==> src/rp_pkg.sv <==
// shared definitions for the analog i/o and register fabric
// bus request/response structs, sample types, region map, register offsets

package rp_pkg;

  //////////////////////////////////////////////////////////////
  // system bus
  //////////////////////////////////////////////////////////////

  typedef logic [31:0] sys_addr_t;  // byte address
  typedef logic [31:0] sys_data_t;  // data word

  typedef struct packed {
    sys_addr_t addr;   // bits 22:20 pick the region
    sys_data_t wdata;
    logic      wen;    // single-cycle write strobe
    logic      ren;    // single-cycle read strobe
  } sys_req_t;

  typedef struct packed {
    sys_data_t rdata;
    logic      ack;    // one cycle after the strobe
    logic      err;    // unmapped offset
  } sys_rsp_t;

  //////////////////////////////////////////////////////////////
  // analog streams
  //////////////////////////////////////////////////////////////

  typedef logic        [15:0] adc_raw_t;   // raw word, 2 lsbs unused
  typedef logic signed [13:0] smp_t;       // two's complement sample
  typedef logic signed [14:0] dac_sum_t;   // one guard bit for the sum
  typedef logic        [13:0] dac_code_t;  // offset binary, neg. slope
  typedef logic        [7:0]  pwm_duty_t;  // high cycles per 256

  localparam int unsigned NUM_CH  = 2;
  localparam int unsigned NUM_PWM = 4;

  //////////////////////////////////////////////////////////////
  // address map
  //////////////////////////////////////////////////////////////

  localparam int unsigned NUM_REGIONS = 8;
  localparam int unsigned REGION_LSB  = 20;  // region = addr[22:20]
  localparam int unsigned REGION_HK   = 0;   // housekeeping
  localparam int unsigned REGION_AMS  = 4;   // pwm registers

  localparam sys_data_t RP_ID = 32'h5250_0001;

  // offsets inside a region, addr[19:0]
  localparam logic [REGION_LSB-1:0] HK_ID_OFS   = 20'h00000;
  localparam logic [REGION_LSB-1:0] HK_LOOP_OFS = 20'h00004;
  localparam logic [REGION_LSB-1:0] AMS_PWM_OFS = 20'h00020;  // +4 per channel

endpackage

==> src/rp_sys_decoder.sv <==
// system bus decoder
// splits the bus into eight regions, gates strobes to the addressed slave,
// muxes the slave responses and answers the unused regions itself

`timescale 1ns/1ps

module rp_sys_decoder (
  input  logic             adc_clk,
  input  logic             reset_i,
  input  rp_pkg::sys_req_t sys_req_i,   // from bus master
  output rp_pkg::sys_rsp_t sys_rsp_o,
  output rp_pkg::sys_req_t hk_req_o,    // region 0
  input  rp_pkg::sys_rsp_t hk_rsp_i,
  output rp_pkg::sys_req_t ams_req_o,   // region 4
  input  rp_pkg::sys_rsp_t ams_rsp_i
);

  import rp_pkg::*;

  localparam int unsigned REG_W = $clog2(NUM_REGIONS);

  logic [REG_W-1:0] region;      // region of the current address
  logic [REG_W-1:0] region_q;    // region of the pending access
  logic             strobe;
  logic             sel_hk;
  logic             sel_ams;
  sys_rsp_t         idle_rsp_q;  // answer for regions with no slave

  assign region  = sys_req_i.addr[REGION_LSB +: REG_W];
  assign strobe  = sys_req_i.wen | sys_req_i.ren;
  assign sel_hk  = (region == REGION_HK);
  assign sel_ams = (region == REGION_AMS);

  // shared request, strobes only to the selected slave
  always_comb
  begin
    hk_req_o      = sys_req_i;
    hk_req_o.wen  = sys_req_i.wen & sel_hk;
    hk_req_o.ren  = sys_req_i.ren & sel_hk;
    ams_req_o     = sys_req_i;
    ams_req_o.wen = sys_req_i.wen & sel_ams;
    ams_req_o.ren = sys_req_i.ren & sel_ams;
  end

  //////////////////////////////////////////////////////////////
  // pending region and idle answer
  //////////////////////////////////////////////////////////////

  always_ff @(posedge adc_clk)
  begin
    if (reset_i)
    begin
      region_q   <= '0;
      idle_rsp_q <= '0;
    end
    else
    begin
      if (strobe)
        region_q <= region;  // hold until the next access
      idle_rsp_q.ack   <= strobe & ~sel_hk & ~sel_ams;
      idle_rsp_q.rdata <= '0;   // unused regions read as zero
      idle_rsp_q.err   <= 1'b0;
    end
  end

  // response follows the access, not a later address
  always_comb
  begin
    case (region_q)
      REGION_HK:  sys_rsp_o = hk_rsp_i;
      REGION_AMS: sys_rsp_o = ams_rsp_i;
      default:    sys_rsp_o = idle_rsp_q;
    endcase
  end

  a_strobe_excl: assert property (@(posedge adc_clk) disable iff (reset_i)
    !(sys_req_i.wen && sys_req_i.ren));

  // every region, with or without a slave, answers in the next cycle
  a_ack_next: assert property (@(posedge adc_clk) disable iff (reset_i)
    strobe |=> sys_rsp_o.ack);

endmodule

==> src/rp_housekeeping.sv <==
// housekeeping registers in region 0
// read-only identification word and the digital loopback control bit

`timescale 1ns/1ps

module rp_housekeeping (
  input  logic             adc_clk,
  input  logic             reset_i,
  input  rp_pkg::sys_req_t req_i,
  output rp_pkg::sys_rsp_t rsp_o,
  output logic             digital_loop_o  // adc samples replaced by dac values
);

  import rp_pkg::*;

  logic [REGION_LSB-1:0] ofs;
  logic                  loop_q;

  assign ofs = req_i.addr[REGION_LSB-1:0];  // offset inside region

  always_ff @(posedge adc_clk)
  begin
    if (reset_i)
    begin
      loop_q <= 1'b0;  // loopback off
      rsp_o  <= '0;
    end
    else
    begin
      if (req_i.wen && (ofs == HK_LOOP_OFS))
        loop_q <= req_i.wdata[0];

      rsp_o.ack   <= req_i.wen | req_i.ren;
      rsp_o.rdata <= '0;
      rsp_o.err   <= 1'b0;
      if (req_i.wen || req_i.ren)
      begin
        case (ofs)
          HK_ID_OFS:
            if (req_i.ren)
              rsp_o.rdata <= RP_ID;  // writes here are ignored
          HK_LOOP_OFS:
            if (req_i.ren)
              rsp_o.rdata <= sys_data_t'(loop_q);
          default:
            rsp_o.err <= 1'b1;  // unmapped offset
        endcase
      end
    end
  end

  assign digital_loop_o = loop_q;

endmodule

==> src/rp_adc_frontend.sv <==
// adc front end
// registers raw words, converts negative-slope offset binary to
// two's complement, selects dac values in digital loopback

`timescale 1ns/1ps

module rp_adc_frontend (
  input  logic                                     adc_clk,
  input  logic                                     reset_i,
  input  rp_pkg::adc_raw_t [rp_pkg::NUM_CH-1:0] adc_raw_i,
  input  logic                                     digital_loop_i,
  input  rp_pkg::smp_t     [rp_pkg::NUM_CH-1:0] loop_dat_i,  // saturated dac sums
  output rp_pkg::smp_t     [rp_pkg::NUM_CH-1:0] adc_dat_o
);

  import rp_pkg::*;

  adc_raw_t [NUM_CH-1:0] raw_q;  // input register per channel
  smp_t     [NUM_CH-1:0] conv;

  always_ff @(posedge adc_clk)
  begin
    if (reset_i)
      raw_q <= '0;
    else
      raw_q <= adc_raw_i;
  end

  // top 14 bits only, bits 1:0 unused
  always_comb
  begin
    for (int ch = 0; ch < NUM_CH; ch++)
    begin
      conv[ch] = {raw_q[ch][15], ~raw_q[ch][14:2]};  // msb kept, rest inverted
      adc_dat_o[ch] = digital_loop_i ? loop_dat_i[ch] : conv[ch];
    end
  end

endmodule

==> src/rp_dac_backend.sv <==
// dac back end
// adds generator and controller streams per channel, saturates to 14 bits
// and registers the negative-slope offset binary pin code

`timescale 1ns/1ps

module rp_dac_backend (
  input  logic                                      adc_clk,
  input  logic                                      reset_i,
  input  rp_pkg::smp_t      [rp_pkg::NUM_CH-1:0] gen_dat_i,
  input  rp_pkg::smp_t      [rp_pkg::NUM_CH-1:0] ctl_dat_i,
  output rp_pkg::smp_t      [rp_pkg::NUM_CH-1:0] dac_sat_o,   // unregistered, for loopback
  output rp_pkg::dac_code_t [rp_pkg::NUM_CH-1:0] dac_code_o
);

  import rp_pkg::*;

  dac_sum_t [NUM_CH-1:0] sum;

  //////////////////////////////////////////////////////////////
  // sum and saturation
  //////////////////////////////////////////////////////////////

  always_comb
  begin
    for (int ch = 0; ch < NUM_CH; ch++)
    begin
      sum[ch] = dac_sum_t'(gen_dat_i[ch]) + dac_sum_t'(ctl_dat_i[ch]);  // sign extended
      if (sum[ch][14] != sum[ch][13])  // overflow into guard bit
        dac_sat_o[ch] = sum[ch][14] ? smp_t'(-8192) : smp_t'(8191);
      else
        dac_sat_o[ch] = sum[ch][13:0];
    end
  end

  // pin code, sign kept and magnitude bits inverted
  always_ff @(posedge adc_clk)
  begin
    if (reset_i)
      dac_code_o <= '0;
    else
    begin
      for (int ch = 0; ch < NUM_CH; ch++)
        dac_code_o[ch] <= {dac_sat_o[ch][13], ~dac_sat_o[ch][12:0]};
    end
  end

endmodule

==> src/rp_ams_regs.sv <==
// pwm duty registers in region 4
// four 8-bit duty values, one word per channel from AMS_PWM_OFS

`timescale 1ns/1ps

module rp_ams_regs (
  input  logic                                       adc_clk,
  input  logic                                       reset_i,
  input  rp_pkg::sys_req_t                           req_i,
  output rp_pkg::sys_rsp_t                           rsp_o,
  output rp_pkg::pwm_duty_t [rp_pkg::NUM_PWM-1:0] pwm_duty_o
);

  import rp_pkg::*;

  logic [REGION_LSB-1:0]  ofs;
  logic [NUM_PWM-1:0]     hit;     // offset matches a duty register
  pwm_duty_t [NUM_PWM-1:0] duty_q;

  assign ofs = req_i.addr[REGION_LSB-1:0];

  // word address decode, channels every 4 bytes
  always_comb
  begin
    for (int i = 0; i < NUM_PWM; i++)
      hit[i] = (ofs == AMS_PWM_OFS + REGION_LSB'(4 * i));
  end

  always_ff @(posedge adc_clk)
  begin
    if (reset_i)
    begin
      duty_q <= '0;  // all outputs low
      rsp_o  <= '0;
    end
    else
    begin
      rsp_o.ack   <= req_i.wen | req_i.ren;
      rsp_o.err   <= (req_i.wen | req_i.ren) & ~|hit;  // unmapped offset
      rsp_o.rdata <= '0;
      for (int i = 0; i < NUM_PWM; i++)
      begin
        if (req_i.wen && hit[i])
          duty_q[i] <= req_i.wdata[7:0];
        if (req_i.ren && hit[i])
          rsp_o.rdata <= sys_data_t'(duty_q[i]);  // upper bits read 0
      end
    end
  end

  assign pwm_duty_o = duty_q;

endmodule

==> src/rp_pwm.sv <==
// single pwm channel
// free-running 256-cycle period, output high while count is below duty

`timescale 1ns/1ps

module rp_pwm (
  input  logic              adc_clk,
  input  logic              reset_i,
  input  rp_pkg::pwm_duty_t duty_i,   // high cycles per period
  output logic              pwm_o
);

  import rp_pkg::*;

  pwm_duty_t cnt_q;  // period counter, wraps at 256

  always_ff @(posedge adc_clk)
  begin
    if (reset_i)
    begin
      cnt_q <= '0;
      pwm_o <= 1'b0;
    end
    else
    begin
      cnt_q <= cnt_q + 1'b1;
      pwm_o <= (cnt_q < duty_i);  // duty 0 never high
    end
  end

endmodule

==> src/rp_analog_top.sv <==
// analog i/o and register fabric top level
// bus decoder, housekeeping and pwm registers, adc and dac data paths,
// four pwm outputs, all on adc_clk

`timescale 1ns/1ps

module rp_analog_top (
  input  logic                                      adc_clk,
  input  logic                                      reset_i,
  input  rp_pkg::sys_req_t                          sys_req_i,
  output rp_pkg::sys_rsp_t                          sys_rsp_o,
  input  rp_pkg::adc_raw_t  [rp_pkg::NUM_CH-1:0]  adc_raw_i,
  input  rp_pkg::smp_t      [rp_pkg::NUM_CH-1:0]  gen_dat_i,   // generator stream
  input  rp_pkg::smp_t      [rp_pkg::NUM_CH-1:0]  ctl_dat_i,   // controller stream
  output rp_pkg::smp_t      [rp_pkg::NUM_CH-1:0]  adc_dat_o,
  output rp_pkg::dac_code_t [rp_pkg::NUM_CH-1:0]  dac_code_o,
  output logic              [rp_pkg::NUM_PWM-1:0] pwm_o
);

  import rp_pkg::*;

  sys_req_t                hk_req,  ams_req;
  sys_rsp_t                hk_rsp,  ams_rsp;
  logic                    digital_loop;
  smp_t      [NUM_CH-1:0]  dac_sat;   // loopback source
  pwm_duty_t [NUM_PWM-1:0] pwm_duty;

  //////////////////////////////////////////////////////////////
  // bus fabric
  //////////////////////////////////////////////////////////////

  rp_sys_decoder u_sys_decoder (
    .adc_clk   (adc_clk),
    .reset_i   (reset_i),
    .sys_req_i (sys_req_i),
    .sys_rsp_o (sys_rsp_o),
    .hk_req_o  (hk_req),
    .hk_rsp_i  (hk_rsp),
    .ams_req_o (ams_req),
    .ams_rsp_i (ams_rsp)
  );

  rp_housekeeping u_housekeeping (
    .adc_clk        (adc_clk),
    .reset_i        (reset_i),
    .req_i          (hk_req),
    .rsp_o          (hk_rsp),
    .digital_loop_o (digital_loop)
  );

  rp_ams_regs u_ams_regs (
    .adc_clk    (adc_clk),
    .reset_i    (reset_i),
    .req_i      (ams_req),
    .rsp_o      (ams_rsp),
    .pwm_duty_o (pwm_duty)
  );

  //////////////////////////////////////////////////////////////
  // data paths
  //////////////////////////////////////////////////////////////

  rp_adc_frontend u_adc_frontend (
    .adc_clk        (adc_clk),
    .reset_i        (reset_i),
    .adc_raw_i      (adc_raw_i),
    .digital_loop_i (digital_loop),
    .loop_dat_i     (dac_sat),
    .adc_dat_o      (adc_dat_o)
  );

  rp_dac_backend u_dac_backend (
    .adc_clk    (adc_clk),
    .reset_i    (reset_i),
    .gen_dat_i  (gen_dat_i),
    .ctl_dat_i  (ctl_dat_i),
    .dac_sat_o  (dac_sat),
    .dac_code_o (dac_code_o)
  );

  for (genvar i = 0; i < NUM_PWM; i++)
  begin : g_pwm
    rp_pwm u_pwm (
      .adc_clk (adc_clk),
      .reset_i (reset_i),
      .duty_i  (pwm_duty[i]),
      .pwm_o   (pwm_o[i])
    );
  end

endmodule

==> config.mk <==
export PLATFORM = sky130hd
export DESIGN_NAME = rp_analog_top
export DESIGN_NICKNAME = d
export VERILOG_FILES = /design/src/rp_pkg.sv /design/src/rp_sys_decoder.sv /design/src/rp_housekeeping.sv /design/src/rp_adc_frontend.sv /design/src/rp_dac_backend.sv /design/src/rp_ams_regs.sv /design/src/rp_pwm.sv /design/src/rp_analog_top.sv
export SDC_FILE = /design/constraint.sdc
export NUM_CORES = 1
export LEC_CHECK = 0
export BUFFER_PORTS_ARGS = -buffer_cell sky130_fd_sc_hd__buf_2
export CORE_ASPECT_RATIO = 0.6
export CORE_MARGIN = 2
export CORE_UTILIZATION = 30
export DETAILED_ROUTE_END_ITERATION = 10
export PLACE_DENSITY = 0.61
export REMOVE_ABC_BUFFERS = 1
export SYNTH_ARGS = -nofsm -noshare
export SYNTH_HDL_FRONTEND = slang
export SYNTH_HIERARCHICAL = 1
export SYNTH_SLANG_ARGS = --single-unit
==> constraint.sdc <==
create_clock -name adc_clk -period 3.15 [get_ports adc_clk]
set_input_delay 0.315 -clock adc_clk [delete_from_list [all_inputs] [get_ports adc_clk]]
set_output_delay 0.315 -clock adc_clk [all_outputs]
set_load 0.01 [all_outputs]
==> impl_results.md, run 1 <==
* GR Layer Usage met2 at roughly a fifth
* Max-slew headroom at 11.24%
* CP Data Arrival Time at roughly 2.7 ns
* Post-route insts no fill at about 1600
* Pin slew with the least headroom to its limit at 1.298 ns
* Layout cells sized above 1 at a little over a quarter
* Fin crit share at a little over nine tenths
* Number of buffers added on ports at 193
* Power Density at 473.4 nW/um^2
* Leak at around 0.0047 uW
* Crit-path max cell delay at 0.35 ns
* Pre-CTS WS at -0.1429 ns
* Post-Route WL at approximately 24000 um
* WS Path Type: input port to output port
* Tightest Hold Check Type: input port to flip-flop
* Core ar. at approximately 30000 sq um
* Initial DRC count at roughly 530
* DRT Pass-1 Iters at 7
* Synth Area per Inst at 8.598 sq um
* Post-DP HPWL at 18980 um
* Endpoint of the worst hold path: u_adc_frontend/conv[27]
* Clk sink count at between 100 and 150
* Synth Cell Area at about 9200 sq um
* Clock buffer depth at 2
* Worst Path Max Fanout at 5
* Via count at around 7600
* R2R Path End: g_pwm[1].u_pwm/pwm_o
* GR peak layer: met1
* Die ar. at around 32000 sq um
* FP Rows at a little under 50
* Die Height at 139.6 um
* Routed Antenna Nets at 0
* Area growth syn-to-layout at 17.97%
* Max-Cap Viols at 0
* Fin. Hold Viols at 0
* Crit end category: output port
* GR Util All Layers at between 10% and 20%
* Critical path's most frequent cell: buf_2
* Die width at around 230 um
* YS warnings at 6
* # setup viols final at 0
* Worst Clk Skew at roughly 0.009 ns
* DRC viols at 0
* Worst r2r src: u_ams_regs/pwm_duty_o[11]
* Hold Path Depth at 2
* Crit-path cells: buf_2 -> ha_1 -> o21a_1 -> o211ai_1 -> a211oi_2 -> o31ai_2 -> a31oi_1 -> buf_4 -> buf_12 -> maj3_2 -> nand2_1 -> o21ai_0 -> buf_2
* Slack of the worst reg-to-reg path at 0.62 ns
* FMAX at 330.1 MHz
* Io pins at 250
* First-pass GRT wire length at 37770 um
* H-tree depth at 4
* Commonest cells after routing, fill and taps aside: 190 x buf_2, 141 x dfxtp_1, 83 x nor2_1
* CTS tree: built
* Most common cell after layout, fill and taps aside: buf_2
* Largest net degree at the start of global routing at 93
* Worst Reg2Reg Path Length in Cells at 6
* Worst Slack Setup Final at between 0.1 and 0.15 ns
* Nets at around 1400
* Crit path launch type: input port
* Initial Utilization at between 30% and 40%
* Critical path's slowest cell: ha_1
* Clk root buf: clkbuf_16
* Antenna violations before repair at 3
* Vias per cell at about 4.6
* Maximum vdd drop at 0.0002780 V
* GRT overflow at 0
* Met1 usage at between 20% and 30%
* Gpl congestion at between 0.8 and 0.9
* Clock insertion delay at the later pin of the skew report at ~0.44 ns
* Clock Pin Slew Worst Setup and Hold Paths at approximately 0.060 ns
* Cells after Synth at around 1100
* Dpl cells at 1604
* Unrepaired setup endpoints after global routing: true
* Final worst path period need at about 3 ns
* Max Slew Vio Count at 0
* # hold bufs at CTS at 0
* Grt met3 use at 4.529%
* Routed len/inst at between 10 and 15 um
* Number of global-route vias before repair at between 6000 and 7000
* Critical Path RT at roughly 2.8 ns
* Outcome: finished, final reports clean
* Worst Hold Launch: adc_raw_i[31]
* TritonCTS Buffers at 17
==> report_power, final <==
part | switching (uW) | internal [uW] | total, uW
clock | 830 | 1240 | 2060
sequential | 44.4 | 1910 | 1950
combinational | 629 | 491 | 1120
==> registers in the layout (all words and copies together), names as in the netlist <==
name,cells
u_dac_backend/dac_code_o,28
u_sys_decoder/region_q,3
u_housekeeping/digital_loop_o,1
u_adc_frontend/raw_q,26
u_ams_regs/rsp_o,10
g_pwm.u_pwm/cnt_q,32
u_ams_regs/pwm_duty_o,32
u_adc_frontend/conv,2
g_pwm.u_pwm/pwm_o,4
u_housekeeping/rsp_o,4
u_sys_decoder/idle_rsp_q,1
==> worst max-delay path, delay by kind of cell <==
family	cells	cell delay, ns
simple gates	1	0.07
compound gates	6	1.05
buf+inv	4	0.61
fa+ha+maj	2	0.66
==> stage by stage <==
stage	TNS, ns	hold WS (ns)	power (uW)	area, sq um	utilization [%]
3_3_place_gp	-0.2940	0.4680	3047	10110	33.64
5_1_grt	-0.03297	0.06273	5419	10850	36.12
4_1_cts	0	0.05509	5172	10750	35.78
3_5_place_dp	-1.168	0.4842	3060	10110	33.64
2_1_floorplan	-0.04850	0.3817	2612	8366	-
6_report	0	0.08481	5138	10850	36.13
==> per-layer routing <==
layer	routed length, um	up-vias
met5	0	-
met4	262	0
met3	1586	15
met2	9479	198
met1	12980	3564
li1	-	3860
==> how the worst max path moves through the flow <==
stage	from	endpoint	slack, ns
after global placement	gen_dat_i[0]	adc_dat_o[9]	-0.05
after detailed placement	gen_dat_i[0]	adc_dat_o[3]	-0.14
final	gen_dat_i[6]	adc_dat_o[11]	0.12
after CTS	gen_dat_i[14]	adc_dat_o[19]	0.02
after floorplan	gen_dat_i[0]	adc_dat_o[1]	-0.02
after global routing	ctl_dat_i[0]	adc_dat_o[5]	-0.02
==> timing repair <==
item / in CTS / in global routing
setup buffers: 1 / 4
endpoints found under the hold margin: 0 / 0
resized for setup: 6 / 19
setup endpoints to repair: 12 / 25
pin swaps: 3 / 14
==> final cells by class <==
cell class | count | area [sq um]
fill | 3090 | 19190
multi-input combinational | 781 | 5405
sequential | 143 | 2865
timing repair buffer | 226 | 1275
tap | 408 | 510.5
clock buffer | 21 | 470.5
inverter | 51 | 191.4
clock inverter | 11 | 130.1
antenna | 2 | 5.005
No activity file was read; power rests on OpenSTA's default activity.
==> inputs of run 2 (changes only) <==
Settings changed: CELL_PAD_IN_SITES_DETAIL_PLACEMENT set to 1, CELL_PAD_IN_SITES_GLOBAL_PLACEMENT set to 2, PLACE_DENSITY 0.61 to 0.89.
==> run 2 against run 1 <==
Net effect: design area up 0.86%; worst setup slack worse by 0.0033 ns; count of clock-buffer cells in the layout down 1; clock power about the same; combinational power up 5%; sequential share of layout area down 0.23 points; global-route usage up 2.2 points; hold slack worse by 0.0014 ns; fmax down 0.11%; via count up 3.0%; die area unchanged.
==> impl_results.md, run 2 (synthesis gave the netlist of run 1 again) <==
* Clock insertion delay at the later pin of the skew report at 0.44 ns (about the same)
* Crit-path max cell delay at 0.31 ns (-0.04 ns)
* Worst Clk Skew at 0.009025 ns (+0.0001911 ns)
* Core ar. at 30040 sq um (unchanged)
* FP Rows at 49 (unchanged)
* Number of global-route vias before repair at 7859 (+13%)
* Vias per cell at 4.761 (+2.4%)
* Critical path's most frequent cell: buf_4
* Worst Path Max Fanout at 5 (unchanged)
* Power Density at 473.2 nW/um^2 (about the same)
* Area growth syn-to-layout at 18.98%
* Fin. Hold Viols at 0 (unchanged)
* Number of cells on the critical path at 14 (+1)
* Clock Pin Slew Worst Setup and Hold Paths at 0.06 ns (about the same)
* Layout cells sized above 1 at 28.46% (+1.5 points)
* Routed len/inst at 16.71 um (+13%)
* Via count at 7865 (+3.0%)
* CP Data Arrival Time at 2.72 ns (about the same)
* CTS tree: built
* Critical path's slowest cell: maj3_2
* TritonCTS Buffers at 17 (unchanged)
* Post-DP HPWL at 21810 um (+15%)
* Leak at 0.004780 uW (+0.85%)
* Worst path bufs/invs at 5 (+1)
* N_diodes at 0 (-2)
* Final worst path period need at 3.033 ns (+0.003303 ns)
* Initial Utilization at 30.62% (unchanged)
* Max Slew Vio Count at 0 (unchanged)
* Area of the multi-input gates at 5480 sq um (+1.4%)
* Maximum vdd drop at 0.0003168 V (+14%)
* Crit path launch type: input port
* Commonest cells after routing, fill and taps aside: 191 x buf_2, 141 x dfxtp_1, 84 x nor2_1
* Antenna violations before repair at 5 (+2)
* Clk sink count at 143 (unchanged)
* Crit-path cells: buf_4 -> ha_4 -> buf_4 -> a21o_1 -> and4_1 -> o2111ai_2 -> buf_4 -> a211o_1 -> o311ai_4 -> buf_6 -> maj3_2 -> nand2_1 -> o21ai_0 -> buf_2
* Initial DRC count at 369 (-30%)
* Number of buffers added on ports at 193 (unchanged)
* FMAX at 329.7 MHz (-0.11%)
* Max-slew headroom at 17.41% (+6.2 points)
* Worst Slack Setup Final at 0.1169 ns (-0.003303 ns)
* Fin crit share at 96.29% (+0.10 points)
* Pre-CTS WS at -0.05328 ns (+0.08963 ns)
* Most common cell after layout, fill and taps aside: buf_2
* Critical Path RT at 2.83 ns (about the same)
* Fill cell count at 3628 (+17%)
* Die Height at 139.6 um (unchanged)
* Pin slew with the least headroom to its limit at 1.208 ns (-0.09014 ns)
* H-tree depth at 4 (unchanged)
* Tightest Hold Check Type: input port to flip-flop
* First-pass GRT wire length at 43460 um (+15%)
* WS Path Type: input port to output port
* Gpl congestion at 0.8514 (about the same)
* Max-Cap Viols at 0 (unchanged)
* Clk root buf: clkbuf_16
* GRT overflow at 0 (unchanged)
* Outcome: finished, final reports clean
* Clock buffer depth at 2 (unchanged)
* Setup tns final at 0 ns (unchanged)
* Die width at 230.1 um (unchanged)
* Unrepaired setup endpoints after global routing: true
* Crit path max-delay family: compound AO/OA/AOI/OAI gates
* Routed Antenna Nets at 0 (unchanged)
* Largest net degree at the start of global routing at 59 (-37%)
* Nets at 1449 (+0.76%)
* Die ar. at 32130 sq um (unchanged)
* Crit end category: output port
* Hold Path Depth at 2 (unchanged)
* Worst Reg2Reg Path Length in Cells at 5 (-1)
* Io pins at 250 (unchanged)
* Post-Route WL at 27600 um (+14%)
* # setup viols final at 0 (unchanged)
* DRC viols at 0 (unchanged)
* DRT Pass-1 Iters at 5 (-2)
* FF/Latch Area at 2865 sq um (unchanged)
* GR Util All Layers at 17.24% (+2.2 points)
-- run 2: worst reg2reg max path, stage by stage (launching register included) --
cell and delay, ns:
dfxtp_1 0.44, ha_1 0.29, a211oi_1 0.24, o21ai_0 0.15
a2111oi_0 1.07, buf_4 0.24
-- run 2: path summary, 6_finish.rpt --
| check | end | slack (ns) | startpoint |
|---|---|---|---|
| worst max-delay path | adc_dat_o[11] | 0.12 | gen_dat_i[0] |
| worst min-delay path | u_adc_frontend/raw_q[9] | 0.08 | adc_raw_i[9] |
| worst min register to register | g_pwm[2].u_pwm/cnt_q[7] | 0.49 | g_pwm[2].u_pwm/cnt_q[7] |
| worst max register to register | g_pwm[1].u_pwm/pwm_o | 0.66 | g_pwm[1].u_pwm/cnt_q[3] |
-- run 2: per-stage QoR --
stage	cell area [sq um]	std cells	hold slack, ns	total power (uW)	util (%)
after floorplan	8366	975	0.3817	2612	-
after global placement	10120	1613	0.4701	3054	33.70
after detailed placement	10120	1613	0.4809	3085	33.70
after CTS	10720	1645	0.05524	5167	35.68
after global routing	10950	1652	0.06439	5460	36.44
final	10950	1652	0.08342	5180	36.44
-- run 2: layer usage --
layer	share of wire (%)	track usage (%)
met4	1.3	4.550
met1	51	24.57
met3	5.7	5.000
met2	42	25.17
met5	0.19	0
-- run 2: cell type report --
| cell class | instances | area share, % |
|---|---|---|
| Clock buffer | 20 | 4.080 |
| Clock inverter | 12 | 1.246 |
| Inverter | 51 | 1.749 |
| Multi-Input combinational cell | 781 | 50.06 |
| Sequential cell | 143 | 26.17 |
| Tap cell | 408 | 4.663 |
| Timing Repair Buffer | 237 | 12.02 |
-- run 2: power breakdown --
part / internal, uW / total [uW] / leakage, uW / switching [uW]
logic: 519 / 1180 / 0.00333 / 660
registers: 1910 / 1950 / 0.00117 / 47.4
clock network: 1190 / 2050 / 0.000277 / 854
total: 3620 / 5180 / 0.00478 / 1560
-- run 2: what timing repair did --
| action | 4_1_cts | 5_1_grt |
|---|---|---|
| setup buffers | 0 | 7 |
| pin swaps | 0 | 12 |
| resized for setup | 3 | 42 |
| hold buffers | 0 | 0 |
| gates cloned | 0 | 0 |
| endpoints found under the setup margin | 7 | 27 |
